$ cat config.mk
export PLATFORM = sky130hd
export DESIGN_NAME = adc_subsys_top
export DESIGN_NICKNAME = d
export VERILOG_FILES = /design/src/adc_pkg.sv /design/src/adc_sample_fifo.sv /design/src/adc_ctrl.sv /design/src/apb_reg_bridge.sv /design/src/adc_subsys_top.sv
export SDC_FILE = /design/constraint.sdc
export NUM_CORES = 1
export LEC_CHECK = 0
export ABC_AREA = 1
export ABC_CLOCK_PERIOD_IN_PS = 4100
export BUFFER_PORTS_ARGS = -buffer_cell sky130_fd_sc_hd__buf_2
export CORE_MARGIN = 4
export CORE_UTILIZATION = 61
export DETAILED_ROUTE_END_ITERATION = 6
export GPL_TIMING_DRIVEN = 1
export PLACE_DENSITY_LB_ADDON = 0.1
export SLEW_MARGIN = 25
export SYNTH_ARGS = -nofsm -noshare
export SYNTH_HDL_FRONTEND = slang
export SYNTH_HIERARCHICAL = 1
export SYNTH_SLANG_ARGS = --single-unit
$ cat constraint.sdc
create_clock -name clk -period 4.1 [get_ports clk]
set_input_delay 0.82 -clock clk [delete_from_list [all_inputs] [get_ports clk]]
set_output_delay 0.82 -clock clk [all_outputs]
set_load 0.05 [all_outputs]
$ cat src/adc_pkg.sv
// shared ADC readout definitions; raw sample is the low 16 bits, APB decode uses addr bits 8:2
package adc_pkg;

   ////////////////////////////////////////
   // vector types
   ////////////////////////////////////////

   // APB byte address and data word
   typedef logic [11:0] apb_addr_t;
   typedef logic [31:0] apb_data_t;

   // raw conversion result, low bits of each sample word
   typedef logic [15:0] adc_raw_t;

   // register word index, addr bits 8:2
   typedef logic [6:0]  reg_idx_t;

   // one bit per interrupt source
   typedef logic [2:0]  int_vec_t;

   ////////////////////////////////////////
   // interrupt bit positions
   ////////////////////////////////////////

   localparam int INT_WMARK = 0;   // fill level above watermark
   localparam int INT_LOW   = 1;   // sample below low threshold
   localparam int INT_HIGH  = 2;   // sample above high threshold

   ////////////////////////////////////////
   // register map, word indices
   ////////////////////////////////////////

   localparam reg_idx_t REG_WATERMARK   = 7'h00;
   localparam reg_idx_t REG_THRESH_LOW  = 7'h01;
   localparam reg_idx_t REG_THRESH_HIGH = 7'h02;
   localparam reg_idx_t REG_INT_EN      = 7'h03;
   localparam reg_idx_t REG_INT_STAT    = 7'h04;   // cleared by read
   localparam reg_idx_t REG_FIFO_STAT   = 7'h05;
   localparam reg_idx_t REG_FIFO_DATA   = 7'h06;   // read pops the FIFO

   // FIFO status codes where overflow wins
   localparam logic [1:0] FIFO_EMPTY = 2'b00;
   localparam logic [1:0] FIFO_DATA  = 2'b01;
   localparam logic [1:0] FIFO_OVFLW = 2'b11;

   ////////////////////////////////////////
   // structs
   ////////////////////////////////////////

   // single-cycle register strobe from the bridge
   typedef struct packed {
      logic      valid;
      logic      write;
      apb_addr_t addr;
      apb_data_t wdata;
   } reg_req_t;

   // threshold level plus compare mode
   typedef struct packed {
      logic     signed_cmp;
      adc_raw_t level;
   } thresh_cfg_t;

endpackage

$ cat src/adc_sample_fifo.sv
// depth is 2**W_ADC_FIFO; push into a full FIFO is dropped unless a pop frees a slot the same edge
`timescale 1ns/100ps

module adc_sample_fifo #(
   parameter int W_ADC_DATA = 32,
   parameter int W_ADC_FIFO = 3
) (
   input  logic                  clk,
   input  logic                  rst_n,
   // write side, straight from the ADC
   input  logic                  push_i,
   input  logic [W_ADC_DATA-1:0] data_i,
   // read side
   input  logic                  pop_i,
   output logic [W_ADC_DATA-1:0] data_o,
   output logic [W_ADC_FIFO:0]   level_o,
   output logic                  ovflw_o
);

   localparam int DEPTH = 2 ** W_ADC_FIFO;

   // one sample word per slot
   logic [W_ADC_DATA-1:0] mem [DEPTH];

   // pointers wrap on their own since depth is a power of two
   logic [W_ADC_FIFO-1:0] wr_ptr_q, rd_ptr_q;
   logic [W_ADC_FIFO:0]   count_q;
   logic                  ovflw_q;

   logic empty, full;
   logic do_push, do_pop;

   assign empty = (count_q == '0);
   assign full  = (count_q == DEPTH[W_ADC_FIFO:0]);

   // pop on empty is ignored
   assign do_pop  = pop_i & ~empty;
   // full plus simultaneous pop still takes the sample
   assign do_push = push_i & (~full | do_pop);

   // head word is zero when nothing is held
   assign data_o  = empty ? '0 : mem[rd_ptr_q];
   assign level_o = count_q;
   assign ovflw_o = ovflw_q;

   ////////////////////////////////////////
   // sample storage
   ////////////////////////////////////////

   always_ff @(posedge clk) begin
      if (do_push) begin
         mem[wr_ptr_q] <= data_i;
      end
   end

   ////////////////////////////////////////
   // pointers, fill count, overflow
   ////////////////////////////////////////

   always_ff @(posedge clk or negedge rst_n) begin
      if (!rst_n) begin
         wr_ptr_q <= '0;
         rd_ptr_q <= '0;
         count_q  <= '0;
         ovflw_q  <= 1'b0;
      end else begin
         if (do_push) begin
            wr_ptr_q <= wr_ptr_q + 1'b1;
         end
         if (do_pop) begin
            rd_ptr_q <= rd_ptr_q + 1'b1;
         end
         // count moves only if exactly one side acts
         case ({do_push, do_pop})
            2'b10:   count_q <= count_q + 1'b1;
            2'b01:   count_q <= count_q - 1'b1;
            default: count_q <= count_q;
         endcase
         // a dropped sample sets the flag until reset
         if (push_i && !do_push) begin
            ovflw_q <= 1'b1;
         end
      end
   end

endmodule

$ cat src/adc_ctrl.sv
// needs 16 <= W_ADC_DATA <= 32; interrupt line is combinational and follows the sample strobe
`timescale 1ns/100ps

module adc_ctrl import adc_pkg::*; #(
   parameter int W_ADC_DATA = 32,
   parameter int W_ADC_FIFO = 3
) (
   input  logic                  clk,
   input  logic                  rst_n,
   // register strobe from the bus bridge
   input  reg_req_t              req_i,
   output logic                  block_ready_o,
   output apb_data_t             rdata_o,
   // ADC sample port
   input  logic                  adc_valid_i,
   input  logic [W_ADC_DATA-1:0] adc_data_i,
   output logic                  adc_int_o
);

   // configuration and status registers
   logic [W_ADC_FIFO-1:0] watermark_d, watermark_q;
   thresh_cfg_t           thr_low_d, thr_low_q;
   thresh_cfg_t           thr_high_d, thr_high_q;
   int_vec_t              int_en_d, int_en_q;
   int_vec_t              int_stat_d, int_stat_q;

   // interrupt events and read clear
   int_vec_t int_set, int_clr;
   logic     below_low, above_high;

   reg_idx_t reg_idx;
   adc_raw_t sample_raw;

   // FIFO side
   logic [W_ADC_FIFO:0]   fifo_level;
   logic                  fifo_ovflw;
   logic                  fifo_pop;
   logic [W_ADC_DATA-1:0] fifo_head;
   logic [1:0]            fifo_stat;

   assign reg_idx    = req_i.addr[8:2];
   assign sample_raw = adc_data_i[$bits(adc_raw_t)-1:0];

   // overflow hides the fill state
   always_comb begin
      if (fifo_ovflw) begin
         fifo_stat = FIFO_OVFLW;
      end else if (fifo_level == '0) begin
         fifo_stat = FIFO_EMPTY;
      end else begin
         fifo_stat = FIFO_DATA;
      end
   end

   ////////////////////////////////////////
   // interrupt unit
   ////////////////////////////////////////

   // threshold compares in the mode set per threshold
   always_comb begin
      if (thr_low_q.signed_cmp) begin
         below_low = $signed(sample_raw) < $signed(thr_low_q.level);
      end else begin
         below_low = sample_raw < thr_low_q.level;
      end
      if (thr_high_q.signed_cmp) begin
         above_high = $signed(sample_raw) > $signed(thr_high_q.level);
      end else begin
         above_high = sample_raw > thr_high_q.level;
      end
   end

   // threshold events only during the strobe cycle
   always_comb begin
      int_set            = '0;
      int_set[INT_WMARK] = int_en_q[INT_WMARK] & (fifo_level > {1'b0, watermark_q});
      int_set[INT_LOW]   = int_en_q[INT_LOW] & adc_valid_i & below_low;
      int_set[INT_HIGH]  = int_en_q[INT_HIGH] & adc_valid_i & above_high;
   end

   assign adc_int_o = |int_set;

   // a new event beats the read clear
   assign int_stat_d = int_set | (int_stat_q & ~int_clr);

   ////////////////////////////////////////
   // register access decode
   ////////////////////////////////////////

   always_comb begin
      watermark_d   = watermark_q;
      thr_low_d     = thr_low_q;
      thr_high_d    = thr_high_q;
      int_en_d      = int_en_q;
      rdata_o       = '0;
      int_clr       = '0;
      fifo_pop      = 1'b0;
      // zero-wait so ready rises with the strobe
      block_ready_o = req_i.valid;

      if (req_i.valid && req_i.write) begin
         // only defined bits are stored
         case (reg_idx)
            REG_WATERMARK: watermark_d = req_i.wdata[W_ADC_FIFO-1:0];
            REG_THRESH_LOW: begin
               thr_low_d.level      = req_i.wdata[$bits(adc_raw_t)-1:0];
               thr_low_d.signed_cmp = req_i.wdata[31];
            end
            REG_THRESH_HIGH: begin
               thr_high_d.level      = req_i.wdata[$bits(adc_raw_t)-1:0];
               thr_high_d.signed_cmp = req_i.wdata[31];
            end
            REG_INT_EN: int_en_d = req_i.wdata[$bits(int_vec_t)-1:0];
            default: ;
         endcase
      end else if (req_i.valid) begin
         case (reg_idx)
            REG_WATERMARK: rdata_o[W_ADC_FIFO-1:0] = watermark_q;
            REG_THRESH_LOW: begin
               rdata_o[$bits(adc_raw_t)-1:0] = thr_low_q.level;
               rdata_o[31]                   = thr_low_q.signed_cmp;
            end
            REG_THRESH_HIGH: begin
               rdata_o[$bits(adc_raw_t)-1:0] = thr_high_q.level;
               rdata_o[31]                   = thr_high_q.signed_cmp;
            end
            REG_INT_EN: rdata_o[$bits(int_vec_t)-1:0] = int_en_q;
            REG_INT_STAT: begin
               rdata_o[$bits(int_vec_t)-1:0] = int_stat_q;
               int_clr                       = '1;
            end
            REG_FIFO_STAT: rdata_o[1:0] = fifo_stat;
            REG_FIFO_DATA: begin
               // head word now and pop at the closing edge
               rdata_o[W_ADC_DATA-1:0] = fifo_head;
               fifo_pop                = 1'b1;
            end
            default: ;
         endcase
      end
   end

   ////////////////////////////////////////
   // sample buffer
   ////////////////////////////////////////

   adc_sample_fifo #(
      .W_ADC_DATA (W_ADC_DATA),
      .W_ADC_FIFO (W_ADC_FIFO)
   ) u_fifo (
      .clk     (clk),
      .rst_n   (rst_n),
      .push_i  (adc_valid_i),
      .data_i  (adc_data_i),
      .pop_i   (fifo_pop),
      .data_o  (fifo_head),
      .level_o (fifo_level),
      .ovflw_o (fifo_ovflw)
   );

   // all interrupts off after reset
   always_ff @(posedge clk or negedge rst_n) begin
      if (!rst_n) begin
         watermark_q <= '0;
         thr_low_q   <= '0;
         thr_high_q  <= '0;
         int_en_q    <= '0;
         int_stat_q  <= '0;
      end else begin
         watermark_q <= watermark_d;
         thr_low_q   <= thr_low_d;
         thr_high_q  <= thr_high_d;
         int_en_q    <= int_en_d;
         int_stat_q  <= int_stat_d;
      end
   end

endmodule

$ cat src/apb_reg_bridge.sv
// APB slave without wait states or pslverr; an access phase with no setup cycle before it is ignored
`timescale 1ns/100ps

module apb_reg_bridge import adc_pkg::*; (
   input  logic      clk,
   input  logic      rst_n,
   // APB slave side
   input  logic      psel_i,
   input  logic      penable_i,
   input  logic      pwrite_i,
   input  apb_addr_t paddr_i,
   input  apb_data_t pwdata_i,
   output apb_data_t prdata_o,
   output logic      pready_o,
   // register block side
   output reg_req_t  req_o,
   input  logic      ready_i,
   input  apb_data_t rdata_i
);

   logic setup_q;
   logic access;

   // setup phase seen in the previous cycle
   always_ff @(posedge clk or negedge rst_n) begin
      if (!rst_n) begin
         setup_q <= 1'b0;
      end else begin
         setup_q <= psel_i & ~penable_i;
      end
   end

   // legal access phase only
   assign access = psel_i & penable_i & setup_q;

   ////////////////////////////////////////
   // request strobe
   ////////////////////////////////////////

   always_comb begin
      req_o.valid = access;
      req_o.write = pwrite_i;
      req_o.addr  = paddr_i;
      req_o.wdata = pwdata_i;
   end

   // ready comes straight from the block
   assign pready_o = ready_i;

   // read data only on a completing read
   assign prdata_o = (access && !pwrite_i && ready_i) ? rdata_i : '0;

endmodule

$ cat src/adc_subsys_top.sv
// ADC readout top; FIFO depth is 2**W_ADC_FIFO, sample width 16 to 32 bits, APB zero-wait
`timescale 1ns/100ps

module adc_subsys_top import adc_pkg::*; #(
   parameter int W_ADC_DATA = 32,
   parameter int W_ADC_FIFO = 3
) (
   input  logic                  clk,
   input  logic                  rst_n,
   // APB slave
   input  logic                  psel_i,
   input  logic                  penable_i,
   input  logic                  pwrite_i,
   input  apb_addr_t             paddr_i,
   input  apb_data_t             pwdata_i,
   output apb_data_t             prdata_o,
   output logic                  pready_o,
   // ADC front end
   input  logic                  adc_valid_i,
   input  logic [W_ADC_DATA-1:0] adc_data_i,
   // interrupt
   output logic                  adc_int_o
);

   // bridge to controller
   reg_req_t  reg_req;
   logic      block_ready;
   apb_data_t block_rdata;

   apb_reg_bridge u_bridge (
      .clk       (clk),
      .rst_n     (rst_n),
      .psel_i    (psel_i),
      .penable_i (penable_i),
      .pwrite_i  (pwrite_i),
      .paddr_i   (paddr_i),
      .pwdata_i  (pwdata_i),
      .prdata_o  (prdata_o),
      .pready_o  (pready_o),
      .req_o     (reg_req),
      .ready_i   (block_ready),
      .rdata_i   (block_rdata)
   );

   adc_ctrl #(
      .W_ADC_DATA (W_ADC_DATA),
      .W_ADC_FIFO (W_ADC_FIFO)
   ) u_ctrl (
      .clk           (clk),
      .rst_n         (rst_n),
      .req_i         (reg_req),
      .block_ready_o (block_ready),
      .rdata_o       (block_rdata),
      .adc_valid_i   (adc_valid_i),
      .adc_data_i    (adc_data_i),
      .adc_int_o     (adc_int_o)
   );

endmodule

==> results.md <==
* Synth-to-Final Area Change at 10.1%
* Row count at 57
* RSZ-0062 raised after global routing: false
* Largest net degree at the start of global routing at 98
* Slowest cell on crit path: dfrtp_2
* Reg area at between 0.009 and 0.01 mm2
* Die width at roughly 170 um
* Worst r2r src: u_bridge/setup_q
* Rel. slew slack at roughly 31%
* Port bufs at between 90 and 100
* Clk sinks at 311
* Clock-pin slew on the worst setup and hold paths at around 0.06 ns
* Fin crit share at around 96%
* GRT Total Usage at ~25%
* Post-Syn Area per Cell at approximately 11 um2
* Design Power at 7750 uW
* FF-to-FF setup slack at around 1.4 ns
* Crit. End Element: output pin
* First-pass GRT wire length at between 50000 and 60000 um
* Starting Density at about three fifths
* PnR worst setup slack at ~0.17 ns
* Crit path to: prdata_o[0]
* Tmin final at 3.93 ns
* Most frequent cells in the layout: 256 x nor2_1, 256 x edfxtp_1, 175 x nand2_1, 140 x inv_1, 95 x buf_2
* Worst stage delay on the critical path at just under 0.4 ns
* Critical path depth at 12
* TNS Setup at 0 ns
* Worst EP required at roughly 3.3 ns
* IR drop worst, VDD at about 0.00027 V
* Setup CP Type: reg -> out
* Setup Skew at between 0.01 and 0.015 ns
* Hold Crit Class: in -> async
* Startpoint types: flop
* Final setup vio count at 0
* Vias in the first global route at approximately 9800
* Via count at 10216
* Slew Viols, Final at 0
* Clk_lat worst skew at about 0.55 ns
* Dpl hpwl at between 20000 and 25000 um
* Cell count after placement at 1766
* Core Box Area at 0.0243 mm2
* CP max FO at between 90 and 100
* Synth Instances at roughly 1400
* DRC viols at 0
* Share of cells above drive strength 1 at roughly a fifth
* GR Overflow Total at 0
* Synthesized Nets at 1536
* WL per Instance at 18.2 um
* Initial antenna violation count at 2
* Total Nets Final at ~1600
* Clock buffer depth at 3
* Post-Syn Area at approximately 0.015 mm2
* WP data arrival at about 3.1 ns
* Detail-routed via count per cell at between 5 and 6
* FILL cells at 1853
* Post-Layout Cell Count at between 1500 and 2000
* GP Congestion at approximately 0.83
* CTS tree: done
* Root buf cell: clkbuf_16
* Post-DRT Antenna Nets at 0
* IO Pins at approximately 120
* TritonRoute pass-1 iters at 5
* Delay-heaviest family, CP: simple AND/OR/NAND/NOR gates
* Htree depth at 1
* Worst Setup SP: u_ctrl/u_fifo/rd_ptr_q[1]
* Critical path's most frequent cell: nand2_1
* Post-cts resize count at 0
* Total CTS buffers at 31
* Final wirelength at 33300 um
* Outcome: finished clean
* Hold Fails Final Rpt at 0
* Max_cap viols at 0
* Critical-path cell list: buf_12 > o21ai_0 > o211ai_1 > nand2_1 > nor2_1 > nand2_1 > nand2_1 > nor2_1 > a21oi_1 > inv_1 > nor3_1 > buf_2
* Area of the multi-input gates at approximately 0.0048 mm2
* Worst reg2reg endpoint: u_ctrl/u_fifo/mem[1][1]
* Leakage at 0.00629 uW
* Worst R2R Path Depth at 12
* Initial DRC count at around 840
* Worst-Margin Slew at roughly 1.0 ns
* Die Area at between 0.02 and 0.03 mm2
* Fmax at 254 MHz
* Die Y at approximately 170 um
* Ys Warns at 6
* CP Buf/Inv Count at 3
* Pwr dens at between 400 and 500 mW/mm2
* Worst slack, placed at approximately 0.55 ns
-- per-layer routing --
layer	vias up	track usage [%]	part of all wire (%)
met5	-	0	0.039
met4	2	5.94	1.9
met3	48	2.51	6.4
met2	340	41.0	48
met1	4899	35.6	44
li1	4927	-	-
-- sequential cells by signal, indices dropped and copies added (netlist names) --
| register | count |
|---|---|
| u_bridge/setup_q | 1 |
| u_ctrl/u_fifo/ovflw_o | 1 |
| u_ctrl/thr_high_q | 17 |
| u_ctrl/u_fifo/level_o | 4 |
| u_ctrl/u_fifo/wr_ptr_q | 3 |
| u_ctrl/watermark_q | 3 |
| u_ctrl/int_stat_q | 3 |
| u_ctrl/thr_low_q | 17 |
| u_ctrl/u_fifo/rd_ptr_q | 3 |
| u_ctrl/u_fifo/mem | 256 |
| u_ctrl/int_en_q | 3 |
-- per-stage QoR --
stage / utilization [%] / hold slack, ns / area [um2]
2_1_floorplan: - / 0.453 / 15000
3_3_place_gp: 64.2 / 0.467 / 15600
3_5_place_dp: 64.2 / 0.479 / 15600
4_1_cts: 68.0 / 0.182 / 16500
5_1_grt: 68.1 / 0.201 / 16600
6_report: 68.1 / 0.188 / 16600
-- timing repair --
action	CTS	global route
setup buffers	0	2
hold buffers	0	0
endpoints found under the hold margin	0	0
setup endpoints to repair	0	24
-- worst min-delay path by stage --
stage               slack [ns]                  start                     to
floorplan                 0.45  u_ctrl/watermark_q[1]  u_ctrl/watermark_q[1]
global placement          0.47    u_ctrl/thr_low_q[2]    u_ctrl/thr_low_q[2]
detailed placement        0.48  u_ctrl/thr_high_q[16]  u_ctrl/thr_high_q[16]
CTS                       0.18                  rst_n       u_bridge/setup_q
global route              0.20                  rst_n       u_bridge/setup_q
finish                    0.19                  rst_n       u_bridge/setup_q
-- power by group --
part           switching (uW)  internal (uW)  leakage, uW
clock network            1140           1460     0.000451
logic                     831            336      0.00279
registers                 127           3850      0.00305
total                    2090           5650      0.00629
-- layout make-up --
type / instances / share of cell area [%]
sequential: 311 / 54.7
multi-input combinational: 860 / 28.7
tap: 324 / 2.45
clock buffer: 43 / 4.95
timing repair buffer: 125 / 5.10
antenna: 1 / 0.0151
clock inverter: 15 / 0.649
inverter: 148 / 3.38
Power figures use the tool's default switching activity.
